**config.mk**
```make
export PLATFORM = sky130hd
export DESIGN_NAME = hl2link_app
export DESIGN_NICKNAME = d
export VERILOG_FILES = /design/src/hl2link_pkg.sv /design/src/link_tx.sv /design/src/link_rx.sv /design/src/hl2link.sv /design/src/hl2link_app.sv
export SDC_FILE = /design/constraint.sdc
export NUM_CORES = 1
export LEC_CHECK = 0
export BUFFER_PORTS_ARGS = -buffer_cell sky130_fd_sc_hd__clkbuf_2
export CAP_MARGIN = 20
export CORE_ASPECT_RATIO = 0.7
export CORE_MARGIN = 2
export CORE_UTILIZATION = 52
export CTS_BUF_LIST = sky130_fd_sc_hd__clkbuf_16
export CTS_CLUSTER_SIZE = 28
export DETAILED_ROUTE_END_ITERATION = 8
export PLACE_DENSITY = 0.79
export SETUP_SLACK_MARGIN = 0.05
export SYNTH_ARGS = -nofsm -noshare
export SYNTH_HDL_FRONTEND = slang
export SYNTH_SLANG_ARGS = --single-unit
```
**constraint.sdc**
```tcl
create_clock -name clk -period 4.52 [get_ports clk]
set_clock_uncertainty 0.05 [all_clocks]
set_input_delay 0.904 -clock clk [delete_from_list [all_inputs] [get_ports clk]]
set_output_delay 0.904 -clock clk [all_outputs]
set_load 0.01 [all_outputs]
```
**src/hl2link_pkg.sv**
```systemverilog
package hl2link_pkg;

  // one command word on the bus and on the link.
  typedef struct packed {
    logic [5:0]  addr;
    logic [31:0] data;
  } cmd_t;

  typedef enum logic [1:0] {
    kind_sync  = 2'b00,
    kind_cmd   = 2'b01,
    kind_cl1on = 2'b10
  } frame_kind_e;

  // kind rides in the old tuser position, above the payload.
  typedef struct packed {
    frame_kind_e kind;
    cmd_t        payload;
  } frame_t;

  localparam int FRAME_SYMS = $bits(frame_t) / 2;  // 2-bit symbols per frame.

  localparam logic [1:0] START_SYM = 2'b11;
  localparam logic [1:0] IDLE_SYM  = 2'b00;

  localparam logic [5:0]  CTRL_ADDR  = 6'h39;
  localparam logic [31:0] CL1ON_DATA = 32'h1000_0000;

  typedef enum logic [2:0] {
    cmd_idle,
    cmd_mst0,
    cmd_mst1,
    cmd_slv0,
    cmd_clk1on0,
    cmd_clk1on1
  } cmd_state_e;

  typedef enum logic [1:0] {
    tx_idle,
    tx_start,
    tx_shift
  } tx_state_e;

endpackage

```
**src/link_tx.sv**
```systemverilog
`timescale 1ns/1ps

module link_tx (
  input  logic                clk,
  input  logic                rst_n,
  input  logic                frame_valid,
  input  hl2link_pkg::frame_t frame,
  output logic                frame_ready,
  output logic                frame_done,
  output logic [1:0]          lanes
);
  import hl2link_pkg::*;

  localparam int FRAME_W = $bits(frame_t);
  localparam int CNT_W   = $clog2(FRAME_SYMS + 1);

  tx_state_e          state;
  logic [FRAME_W-1:0] sreg;
  logic [CNT_W-1:0]   sym_cnt;

  assign frame_ready = (state == tx_idle);  // buffer empty.

  // frame buffer doubles as the shift register.
  always_ff @(posedge clk) begin
    if (frame_valid && frame_ready) begin
      sreg <= frame;
    end else if (state != tx_idle) begin
      sreg <= {sreg[FRAME_W-3:0], IDLE_SYM};
    end
  end

  always_ff @(posedge clk) begin
    if (!rst_n) begin
      state      <= tx_idle;
      sym_cnt    <= '0;
      lanes      <= IDLE_SYM;
      frame_done <= 1'b0;
    end else begin
      frame_done <= 1'b0;
      case (state)
        tx_idle: begin
          if (frame_valid) begin
            lanes <= START_SYM;
            state <= tx_start;
          end
        end
        tx_start: begin
          lanes   <= sreg[FRAME_W-1 -: 2];  // symbol 1.
          sym_cnt <= CNT_W'(1);
          state   <= tx_shift;
        end
        tx_shift: begin
          if (sym_cnt == CNT_W'(FRAME_SYMS)) begin
            lanes      <= IDLE_SYM;
            frame_done <= 1'b1;
            state      <= tx_idle;
          end else begin
            lanes   <= sreg[FRAME_W-1 -: 2];
            sym_cnt <= sym_cnt + 1'b1;
          end
        end
        default: state <= tx_idle;
      endcase
    end
  end

  // no second frame gets in before the first one has fully left.
  a_no_accept_busy: assert property (@(posedge clk) disable iff (!rst_n)
    frame_valid && frame_ready |-> ##(FRAME_SYMS + 2) (frame_done && frame_ready))
    else $error("[ERROR] link_tx frame accepted while busy, state=%0h", state);

endmodule

```
**src/link_rx.sv**
```systemverilog
`timescale 1ns/1ps

module link_rx (
  input  logic                clk,
  input  logic                rst_n,
  input  logic [1:0]          lanes,
  output hl2link_pkg::frame_t frame,
  output logic                frame_done
);
  import hl2link_pkg::*;

  localparam int FRAME_W = $bits(frame_t);
  localparam int CNT_W   = $clog2(FRAME_SYMS);

  logic [1:0]         lanes_q;
  logic               busy;
  logic               last_sym;
  logic [CNT_W-1:0]   sym_cnt;
  logic [FRAME_W-3:0] sreg;  // first 19 symbols.

  assign last_sym = busy && (sym_cnt == CNT_W'(FRAME_SYMS - 1));

  always_ff @(posedge clk) begin
    if (!rst_n) begin
      lanes_q    <= IDLE_SYM;
      busy       <= 1'b0;
      sym_cnt    <= '0;
      frame_done <= 1'b0;
    end else begin
      lanes_q    <= lanes;
      frame_done <= 1'b0;
      if (!busy) begin
        // marker only counts between frames.
        if (lanes_q == START_SYM) begin
          busy    <= 1'b1;
          sym_cnt <= '0;
        end
      end else if (last_sym) begin
        busy       <= 1'b0;
        frame_done <= 1'b1;
      end else begin
        sym_cnt <= sym_cnt + 1'b1;
      end
    end
  end

  always_ff @(posedge clk) begin
    if (busy) begin
      sreg <= {sreg[FRAME_W-5:0], lanes_q};
    end
    if (last_sym) begin
      frame <= frame_t'({sreg, lanes_q});
    end
  end

endmodule

```
**src/hl2link.sv**
```systemverilog
`timescale 1ns/1ps

module hl2link #(
  parameter int SYNC_INTERVAL = 64,
  parameter int LOSS_LIMIT    = 4
) (
  input  logic                clk,
  input  logic                rst_n,
  input  logic                phy_connected,
  input  logic                master_sel,
  input  logic [1:0]          linkrx,
  output logic [1:0]          linktx,
  output logic                running,
  input  logic                send_valid,
  input  hl2link_pkg::frame_t send_frame,
  output logic                send_ready,
  output logic                send_done,
  output hl2link_pkg::frame_t recv_frame,
  output logic                recv_done,
  output logic                cl1on_rqst,
  input  logic                cl1on_ack
);
  import hl2link_pkg::*;

  localparam int LOSS_CYCLES = LOSS_LIMIT * SYNC_INTERVAL;
  localparam int SYNC_W      = $clog2(SYNC_INTERVAL);
  localparam int LOSS_W      = $clog2(LOSS_CYCLES);

  logic [SYNC_W-1:0] sync_cnt;
  logic [LOSS_W-1:0] loss_cnt;
  logic              sync_tick, sync_pend, cl1on_pend, running_q;
  logic              loss_expired;
  logic              local_valid, local_take;
  logic              tx_valid, tx_ready, tx_done;
  logic              rx_done;
  frame_t            tx_frame, local_frame, rx_frame;

  assign sync_tick    = (sync_cnt == SYNC_W'(SYNC_INTERVAL - 1));
  assign loss_expired = (loss_cnt == LOSS_W'(LOSS_CYCLES - 1)) && !rx_done;

  // app frames win; local ones go only when nothing is waiting.
  assign local_valid = sync_pend | cl1on_pend;
  assign local_take  = local_valid && !send_valid && tx_ready;
  assign local_frame = cl1on_pend ?
                       '{kind: kind_cl1on, payload: '{addr: CTRL_ADDR, data: CL1ON_DATA}} :
                       '{kind: kind_sync, payload: '0};

  assign tx_valid   = send_valid | local_valid;
  assign tx_frame   = send_valid ? send_frame : local_frame;
  assign send_ready = tx_ready;
  assign send_done  = tx_done;

  assign recv_frame = rx_frame;
  assign recv_done  = rx_done && (rx_frame.kind == kind_cmd);  // sync and cl1on end here.

  always_ff @(posedge clk) begin
    if (!rst_n) begin
      sync_cnt   <= '0;
      sync_pend  <= 1'b0;
      cl1on_pend <= 1'b0;
      running_q  <= 1'b0;
    end else begin
      sync_cnt  <= sync_tick ? '0 : sync_cnt + 1'b1;
      running_q <= running;
      if (local_take && !cl1on_pend) sync_pend <= 1'b0;
      if (sync_tick) sync_pend <= 1'b1;
      if (local_take && cl1on_pend) cl1on_pend <= 1'b0;
      if (running && !running_q && master_sel) cl1on_pend <= 1'b1;  // master wakes the peer.
      if (!phy_connected) begin
        sync_pend  <= 1'b0;
        cl1on_pend <= 1'b0;
      end
    end
  end

  // link health from received traffic.
  always_ff @(posedge clk) begin
    if (!rst_n) begin
      loss_cnt   <= '0;
      running    <= 1'b0;
      cl1on_rqst <= 1'b0;
    end else begin
      if (rx_done) begin
        loss_cnt <= '0;
      end else if (loss_cnt != LOSS_W'(LOSS_CYCLES - 1)) begin
        loss_cnt <= loss_cnt + 1'b1;
      end
      if (!phy_connected) begin
        running <= 1'b0;
      end else if (rx_done && rx_frame.kind == kind_sync) begin
        running <= 1'b1;
      end else if (loss_expired) begin
        running <= 1'b0;
      end
      if (cl1on_rqst && cl1on_ack) begin
        cl1on_rqst <= 1'b0;
      end else if (rx_done && rx_frame.kind == kind_cl1on) begin
        cl1on_rqst <= 1'b1;
      end
    end
  end

  link_tx link_tx_i (
    .clk        (clk),
    .rst_n      (rst_n),
    .frame_valid(tx_valid),
    .frame      (tx_frame),
    .frame_ready(tx_ready),
    .frame_done (tx_done),
    .lanes      (linktx)
  );

  link_rx link_rx_i (
    .clk       (clk),
    .rst_n     (rst_n),
    .lanes     (linkrx),
    .frame     (rx_frame),
    .frame_done(rx_done)
  );

  // request is held until the app has acknowledged it.
  a_cl1on_hold: assert property (@(posedge clk) disable iff (!rst_n)
    $fell(cl1on_rqst) |-> $past(cl1on_ack))
    else $error("[ERROR] cl1on_rqst fell without cl1on_ack, ack=%0h", cl1on_ack);

endmodule

```
**src/hl2link_app.sv**
```systemverilog
`timescale 1ns/1ps

module hl2link_app #(
  parameter int SYNC_INTERVAL = 64,
  parameter int LOSS_LIMIT    = 4
) (
  input  logic              clk,
  input  logic              rst_n,
  input  logic              phy_connected,
  input  logic [1:0]        linkrx,
  output logic [1:0]        linktx,
  output logic              running,
  input  hl2link_pkg::cmd_t ds_cmd,
  input  logic              ds_cmd_rqst,
  input  logic              ds_cmd_resprqst,
  input  logic              ds_cmd_is_alt,
  output hl2link_pkg::cmd_t cmd,
  output logic              cmd_cnt,
  output logic              cmd_resprqst,
  output logic              cmd_is_alt
);
  import hl2link_pkg::*;

  cmd_state_e state, state_next;
  cmd_t       cmd_next;
  logic       cmd_cnt_next;
  logic       cmd_resprqst_next;
  logic       cmd_is_alt_next;
  logic       ds_take;
  logic       master_sel;

  logic       send_valid, send_ready, send_done;
  frame_t     send_frame, recv_frame;
  logic       recv_done;
  logic       cl1on_rqst, cl1on_ack;

  assign send_frame = '{kind: kind_cmd, payload: cmd};  // cmd already holds the new word.

  // link control register, bit 31 picks master.
  always_ff @(posedge clk) begin
    if (!rst_n) begin
      master_sel <= 1'b0;
    end else if (ds_take && ds_cmd.addr == CTRL_ADDR) begin
      master_sel <= ds_cmd.data[31];
    end
  end

  always_ff @(posedge clk) begin
    if (!rst_n) begin
      state   <= cmd_idle;
      cmd_cnt <= 1'b0;
    end else begin
      state   <= state_next;
      cmd_cnt <= cmd_cnt_next;
    end
  end

  always_ff @(posedge clk) begin
    cmd          <= cmd_next;
    cmd_resprqst <= cmd_resprqst_next;
    cmd_is_alt   <= cmd_is_alt_next;
  end

  always_comb begin
    state_next        = state;
    cmd_next          = cmd;
    cmd_cnt_next      = cmd_cnt;
    cmd_resprqst_next = cmd_resprqst;
    cmd_is_alt_next   = cmd_is_alt;
    ds_take           = 1'b0;
    send_valid        = 1'b0;
    cl1on_ack         = 1'b0;

    case (state)
      cmd_idle: begin
        if (recv_done) begin
          state_next = cmd_slv0;
        end else if (cl1on_rqst) begin
          state_next = cmd_clk1on0;
        end else if (ds_cmd_rqst) begin
          ds_take           = 1'b1;
          cmd_next          = ds_cmd;
          cmd_resprqst_next = ds_cmd_resprqst;
          cmd_is_alt_next   = ds_cmd_is_alt;
          state_next        = running ? cmd_mst0 : cmd_mst1;
        end
      end
      cmd_mst0: begin
        send_valid = 1'b1;  // hold until the tx buffer takes it.
        if (send_ready || send_done) state_next = cmd_mst1;
      end
      cmd_mst1: begin
        cmd_cnt_next = ~cmd_cnt;
        state_next   = cmd_idle;
      end
      cmd_slv0: begin
        cmd_next          = recv_frame.payload;
        cmd_resprqst_next = 1'b0;
        cmd_is_alt_next   = 1'b0;
        cmd_cnt_next      = ~cmd_cnt;
        state_next        = cmd_idle;
      end
      cmd_clk1on0: begin
        // synthetic write that turns the clock on.
        cmd_next.addr     = CTRL_ADDR;
        cmd_next.data     = CL1ON_DATA;
        cmd_resprqst_next = 1'b0;
        cmd_is_alt_next   = 1'b0;
        cmd_cnt_next      = ~cmd_cnt;
        state_next        = cmd_clk1on1;
      end
      cmd_clk1on1: begin
        cl1on_ack = 1'b1;
        if (!cl1on_rqst) state_next = cmd_idle;
      end
      default: state_next = cmd_idle;
    endcase
  end

  hl2link #(
    .SYNC_INTERVAL(SYNC_INTERVAL),
    .LOSS_LIMIT   (LOSS_LIMIT)
  ) hl2link_i (
    .clk          (clk),
    .rst_n        (rst_n),
    .phy_connected(phy_connected),
    .master_sel   (master_sel),
    .linkrx       (linkrx),
    .linktx       (linktx),
    .running      (running),
    .send_valid   (send_valid),
    .send_frame   (send_frame),
    .send_ready   (send_ready),
    .send_done    (send_done),
    .recv_frame   (recv_frame),
    .recv_done    (recv_done),
    .cl1on_rqst   (cl1on_rqst),
    .cl1on_ack    (cl1on_ack)
  );

  // bus strobe only moves from the three issuing states.
  a_cmd_cnt_state: assert property (@(posedge clk) disable iff (!rst_n)
    !$stable(cmd_cnt) |-> $past(state) inside {cmd_mst1, cmd_slv0, cmd_clk1on0})
    else $error("[ERROR] cmd_cnt changed from state %0h", $past(state));

endmodule

```
==> impl_metrics.csv, run 1 <==
group,metric,value,unit
run_status,outcome,"finished clean",
worst_setup_path,cp_top_family,"simple AND/OR/NAND/NOR gates",
worst_setup_path,path_depth,4,
synthesis,async_flop_share,0,%
drt,drt-pass1-iter-count,5,
synthesis,synthesis.area,0.00775,mm²
timing,layout_setup_ws,2.12,ns
timing,rsz0062_at_grt,"false",
drt,drt-initial-drc-count,514,
drt,num_vias,4898,
finish,layout-drive-gt1-share,21.0,%
timing,finalSetupViolCount,0,
cts,clock_latency,0.47,ns
worst_setup_path,ff2ff_path_depth,4,
drt,ant_nets,0,
timing,slew_violations,0,
cts,clkSlewWorstSetupHoldPaths,0.06,ns
finish,fin_nets,668,
global_route,grt_pass1_wl,25.4,mm
place,portBuffers,89,
timing,relSlewSlack,39.8,%
worst_setup_path,path_class,"reg2reg",
worst_setup_path,worstReg2RegEnd,"hl2link_i.link_rx_i.frame[8]",
finish,fin_util,61.2,%
synthesis,ys_types,60,
finish,diodes,0,
global_route,grt_max_degree,47,
worst_setup_path,rr_startpoint,"hl2link_i.link_rx_i.sym_cnt[0]",
cts,cts-root-buf,"clkbuf_16",
place,dp_cells,784,
floorplanning,die_x,150,µm
cts,cts_hold_buf,0,
global_route,grt_usage,20.7,%
timing,period_share,53.0,%
place,gp_congestion,0.971,
floorplanning,core_area,0.0146,mm²
floorplanning,die_h,106,µm
timing,hold_viol_final,0,
worst_setup_path,worstPathCellList,"ha_1 > and4bb_2 > and2_1 > buf_4",
floorplanning,row_count,37,
worst_hold_path,min_path_cells,0,
cts,cts_sinks,201,
global_route,grt_pass1_vias,4595,
global_route,grt-ovfl-total,0,
place,post-dp-hpwl,10.9,mm
worst_setup_path,critPathMaxFanout,21,
finish,area_growth,15.6,%
synthesis,synth_cells,517,
run,drv_cap,0,
timing,fmax,417,MHz
drt,drt-total-wl,16.5,mm
power_and_ir_drop,power,4.15,mW
synthesis,ys.flop_type,"edfxtp_1",
worst_setup_path,critPathRequiredTime,4.62,ns
cts,cts_made_buffers,19,
synthesis,synth-seq-area-share,72.4,%
worst_setup_path,slowest_stage,"and2_1",
finish,layoutNonFillerInstCount,815,
timing,setup_tns,0,ns
place,place_ws,1.78,ns
worst_hold_path,whs_endpoint,"hl2link_i.link_rx_i.frame[38]",
synthesis,synth_warnings,0,
drt,viasPerCell,6.01,
finish,stdcell_area,0.00895,mm²
cts,cts_resized,0,
global_route,grt_antenna_before_repair,0,
power_and_ir_drop,leakagePower,3.42,nW
worst_setup_path,r2r_setup_slack,2.12,ns
drt,drcViolationCount,0,
timing,tightest_slew,0.904,ns
worst_setup_path,end_kind,"flip-flop",
worst_setup_path,path_buf_inv,1,
drt,wl_per_cell,20.3,µm
floorplanning,pin_count,90,
worst_hold_path,holdCritStartpoint,"hl2link_i.link_rx_i.sreg[36]",
floorplanning,start_util,53.0,%
cts,post-cts-setup-buffers,0,
worst_hold_path,min_path_type,"reg2reg",
timing,period_minus_slack,2.40,ns
floorplanning,die_area,0.0159,mm²
synthesis,avgSynthCellArea,15.0,µm²
cts,cts_tree,"done",
place,dpl_cell_area,0.00839,mm²
synthesis,synth_fp_nets,574,
power_and_ir_drop,ir_drop,0.252,mV
worst_setup_path,startpoint_type,"flip-flop",
power_and_ir_drop,power_density,463,mW/mm²
synthesis,synth_edf_count,158,
cts,cts_max_path_buffers,3,
synthesis,synth-seq-cells,201,
worst_setup_path,slowest_delay,0.74,ns
timing,whs,0.380,ns
cts,htreeDepth,1,
worst_setup_path,cp.arrival,2.49,ns
logic make-up after synthesis:
family	after synthesis	synth area share [%]
DFF	201	72.4
AOI/OAI and AO/OA	148	14.7
xor gates and xnor gates	3	0.339
and+or+nand+nor	114	8.37
muxes	3	0.388
buffers and inverters	37	2.05
adders and majority gates	11	1.78
layer usage:
| layer | up-vias | part of all wire, % | global-route usage, % | routed length (µm) |
|---|---|---|---|---|
| met5 | - | 0 | 0 | 0 |
| met4 | 0 | 2.1 | 4.31 | 352 |
| met3 | 30 | 6.8 | 3.30 | 1120 |
| met2 | 204 | 47 | 32.4 | 7820 |
| met1 | 2431 | 44 | 31.0 | 7240 |
| li1 | 2233 | - | - | - |
synth_stat cells (all sizes together) (2+ instances only):
master   count  share of area, %
edfxtp     158                61
a22o        64               7.2
dfxtp       43                11
nand2       28               1.4
o21ai       23               1.5
a21oi       17               1.1
inv         14              0.68
nor3        14              0.90
buf         13              0.87
nand3       12              0.78
ha          11               1.8
and3        10              0.81
clkbuf      10              0.50
nor2        10              0.61
and2         8              0.65
a211oi       6              0.58
a22oi        6              0.58
nor3b        6              0.65
a221o        5              0.65
nand4        4              0.32
o31ai        4              0.57
mux2i        3              0.39
nand3b       3              0.29
or3          3              0.24
a2111o       2              0.29
a2111oi      2              0.23
a21o         2              0.19
a2bb2oi      2              0.23
a31o         2              0.23
a31oi        2              0.16
and3b        2              0.23
nand2b       2              0.16
nor2b        2              0.16
nor4bb       2              0.26
o22ai        2              0.16
or3b         2              0.26
xor2         2              0.23
registers in the layout (all words and copies together), names as in the netlist, 3 cells and up:
signal / flops
hl2link_i.link_rx_i.frame: 40
hl2link_i.link_tx_i.sreg: 40
cmd: 38
hl2link_i.link_rx_i.sreg: 38
hl2link_i.loss_cnt: 8
hl2link_i.sync_cnt: 6
hl2link_i.link_rx_i.sym_cnt: 5
hl2link_i.link_tx_i.sym_cnt: 5
state: 3
how the worst max path moves through the flow:
stage                                              start                       endpoint  slack [ns]
after floorplan                              ds_cmd_rqst                         cmd[0]        0.07
after global placement                       ds_cmd_rqst                         cmd[8]        1.84
after detailed placement                     ds_cmd_rqst                         cmd[8]        1.78
after CTS                                       state[1]                         cmd[4]        2.09
after global routing      hl2link_i.link_rx_i.sym_cnt[0]  hl2link_i.link_rx_i.frame[16]        1.93
final                     hl2link_i.link_rx_i.sym_cnt[0]   hl2link_i.link_rx_i.frame[8]        2.12
cell type report:
type                    instances  area [µm²]
clock buffers                  19         475
clock inverters                11        71.3
multi-input cells             279        1990
repair buffers                 96         510
fillers                      1077        5680
flip-flops and latches        201        5610
well taps                     195         244
inverters                      14        52.6
cell usage in the layout, fill, tap and decap left out, types with 3 or more instances in the layout:
cell type and count:
a211oi_1 6, a21oi_1 17, a221o_1 5, a22o_1 64, a22oi_1 6, and2_1 8, and3_1 10, buf_4 6
clkbuf_16 19, clkbuf_2 89, clkinv_1 3, clkinv_2 3, dfxtp_1 42, edfxtp_1 158, ha_1 11, inv_1 18
mux2i_1 3, nand2_1 28, nand3_1 12, nand3b_1 3, nand4_1 4, nor2_1 8, nor3_1 14, nor3b_1 5
o21ai_0 22, o31ai_1 3, or3_1 3
worst register-to-register path: cells and delay by family, from the launching register on:
family / cells / cell delay (ns)
AND/OR/NAND/NOR: 2 / 1.04
buffers and inverters: 1 / 0.42
flip-flops: 1 / 0.37
adder cells (fa/ha/maj): 1 / 0.18
power breakdown:
group	switching (mW)	internal, mW
logic	0.240	0.176
clock network	0.625	0.814
registers	0.0817	2.21
Note: power is estimated with default switching activity, not from simulation.
==> run 2, diff against run 1 <==
--- a/config.mk
+++ b/config.mk
@@ -9,11 +9,11 @@
 export CAP_MARGIN = 20
 export CORE_ASPECT_RATIO = 0.7
 export CORE_MARGIN = 2
-export CORE_UTILIZATION = 52
+export CORE_UTILIZATION = 55
 export CTS_BUF_LIST = sky130_fd_sc_hd__clkbuf_16
 export CTS_CLUSTER_SIZE = 28
 export DETAILED_ROUTE_END_ITERATION = 8
-export PLACE_DENSITY = 0.79
+export PLACE_DENSITY = 0.8
 export SETUP_SLACK_MARGIN = 0.05
 export SYNTH_ARGS = -nofsm -noshare
 export SYNTH_HDL_FRONTEND = slang
==> constraint.sdc (replaced) <==
create_clock -name clk -period 2.35 [get_ports clk]
set_clock_uncertainty 0.05 [all_clocks]
set_input_delay 0.47 -clock clk [delete_from_list [all_inputs] [get_ports clk]]
set_output_delay 0.47 -clock clk [all_outputs]
set_load 0.01 [all_outputs]
==> impl_metrics.csv, run 2 (synthesis results as in run 1) <==
group,metric,value,unit
run_status,outcome,"finished clean",
worst_setup_path,critPathRequiredTime,2.65,ns
worst_setup_path,slowest_delay,0.67,ns
global_route,grt_pass1_wl,25.2,mm
cts,htreeDepth,1,
global_route,grt-ovfl-total,0,
timing,setup_tns,0,ns
power_and_ir_drop,power_frac_comb,9.9,%
cts,cts-root-buf,"clkbuf_16",
timing,period_minus_slack,2.19,ns
timing,period_share,93.3,%
timing,relSlewSlack,45.0,%
timing,rsz0062_at_grt,"true",
worst_setup_path,path_common_cell,"inv_1",
finish,fillerInstances,956,
timing,hold_viol_final,0,
finish,reg_top3,"hl2link_i.link_rx_i.frame x40, hl2link_i.link_tx_i.sreg x40",
worst_setup_path,path_class,"reg2reg",
drt,drt-pass1-iter-count,5,
global_route,grt_pass1_vias,4666,
worst_hold_path,min_path_type,"in2reg",
finish,layout_commonest_cell,"edfxtp_1",
timing,layout_setup_ws,0.157,ns
drt,drcViolationCount,0,
power_and_ir_drop,p_sw,1.93,mW
floorplanning,core_area,0.0138,mm²
cts,clock_latency,0.49,ns
worst_setup_path,slowest_stage,"nor2_2",
drt,viasPerCell,6.05,
floorplanning,die_x,146,µm
place,portBuffers,89,
cts,cts_hold_buf,0,
power_and_ir_drop,power_density,916,mW/mm²
worst_setup_path,r2r_setup_slack,0.16,ns
finish,fin_nets,673,
cts,cts_max_path_buffers,3,
finish,stdcell_area,0.00910,mm²
timing,finalSetupViolCount,0,
place,dpl_cell_area,0.00845,mm²
worst_setup_path,worstReg2RegEnd,"hl2link_i.link_tx_i.sreg[33]",
floorplanning,start_util,56.0,%
run,drv_cap,0,
power_and_ir_drop,switching_share,23.2,%
worst_setup_path,critPathLaunch,"hl2link_i.link_tx_i.state[0]",
global_route,grt_antenna_before_repair,1,
power_and_ir_drop,clock_power_share,37.1,%
timing,slew_violations,0,
drt,drt-total-wl,16.6,mm
worst_setup_path,cp.arrival,2.50,ns
cts,cts_resized,0,
floorplanning,die_h,103,µm
worst_setup_path,critPathMaxFanout,18,
power_and_ir_drop,power,8.34,mW
global_route,grt_max_degree,41,
place,place_ws,0.216,ns
worst_setup_path,ff2ff_path_depth,5,
place,gp_congestion,0.952,
power_and_ir_drop,internal-power,6.41,mW
drt,ant_nets,0,
finish,layout-drive-gt1-share,22.7,%
timing,tightest_slew,0.824,ns
finish,area_growth,17.5,%
worst_setup_path,startpoint_type,"flip-flop",
finish,layout_common_cells,"edfxtp_1, clkbuf_2, a22o_1",
floorplanning,pin_count,90,
timing,fmax,456,MHz
power_and_ir_drop,p_seq_share,53.0,%
worst_setup_path,worstSetupEndpoint,"hl2link_i.link_tx_i.sreg[33]",
power_and_ir_drop,ir_drop,0.437,mV
floorplanning,die_area,0.0151,mm²
worst_setup_path,rr_startpoint,"hl2link_i.link_tx_i.state[0]",
global_route,grt_usage,21.3,%
place,post-dp-hpwl,11.2,mm
cts,cts_sinks,201,
cts,clkSlewWorstSetupHoldPaths,0.06,ns
drt,drt-initial-drc-count,476,
worst_setup_path,worstPathCellList,"inv_1 > ha_1 > inv_1 > nor2_2 > a22o_1",
cts,post-cts-setup-buffers,0,
floorplanning,row_count,36,
drt,num_vias,4964,
timing,whs,0.132,ns
drt,wl_per_cell,20.2,µm
cts,cts_tree,"done",
power_and_ir_drop,leakagePower,3.49,nW
worst_setup_path,end_kind,"flip-flop",
cts,cts_made_buffers,20,
## run 2: cell types whose count changed in the layout (fill, tap and decap cells not counted), sizes merged
| cell | before | now |
|---|---|---|
| buf | 7 | 10 |
| bufinv | 1 | 2 |
| diode | 0 | 1 |
| clkinvlp | 0 | 1 |
| nor2 | 10 | 11 |
| clkinv | 6 | 10 |
| inv | 18 | 17 |
| clkbuf | 108 | 109 |
## run 2: critical path, delay by kind of cell (launching register included)
family / cells / cell delay [ns]
adders and majority gates: 1 / 0.37
buffers and inverters: 2 / 0.34
AOI/OAI and AO/OA: 1 / 0.27
and+or+nand+nor: 1 / 0.67
DFF: 1 / 0.36
## run 2: power groups by stage
stage	Sequential, mW	Combinational [mW]	Clock, mW
3_5_place_dp	4.48	0.821	0
4_1_cts	4.42	0.820	3.13
3_3_place_gp	4.48	0.771	0
2_1_floorplan	4.47	0.504	0
5_1_grt	4.45	0.917	3.25
6_report	4.42	0.828	3.09
## run 2: layout make-up
class | instances | area [µm²] | share of cell area, %
repair buffers | 99 | 558 | 6.13
flip-flops and latches | 201 | 5610 | 61.6
well taps | 190 | 238 | 2.61
clock inverters | 16 | 146 | 1.61
multi-input cells | 280 | 2000 | 22.0
clock buffers | 20 | 500 | 5.50
inverters | 14 | 52.6 | 0.577
diodes | 1 | 2.50 | 0.0275
## run 2: routing by layer
metal	vias up	share of wire, %	global-route usage [%]
met5	-	0	0
met4	0	2.0	5.35
met3	29	7.1	3.46
met2	237	46	33.9
met1	2442	45	31.4
li1	2256	-	-
## run 2: how the worst min path moves through the flow
stage,from,endpoint,depth (start not counted)
2_1_floorplan,hl2link_i.link_rx_i.sreg[36],hl2link_i.link_rx_i.frame[38],0
3_3_place_gp,hl2link_i.link_rx_i.sreg[37],hl2link_i.link_rx_i.frame[39],0
3_5_place_dp,hl2link_i.link_rx_i.sreg[37],hl2link_i.link_rx_i.frame[39],0
4_1_cts,linkrx[1],hl2link_i.link_rx_i.lanes_q[1],2
5_1_grt,linkrx[1],hl2link_i.link_rx_i.lanes_q[1],2
6_report,linkrx[1],hl2link_i.link_rx_i.lanes_q[1],2
## run 2: stage by stage
stage	utilization, %	cells
finish	65.8	821
global route	65.8	821
CTS	65.8	819
detailed placement	61.1	783
global placement	61.1	783
floorplan	-	517
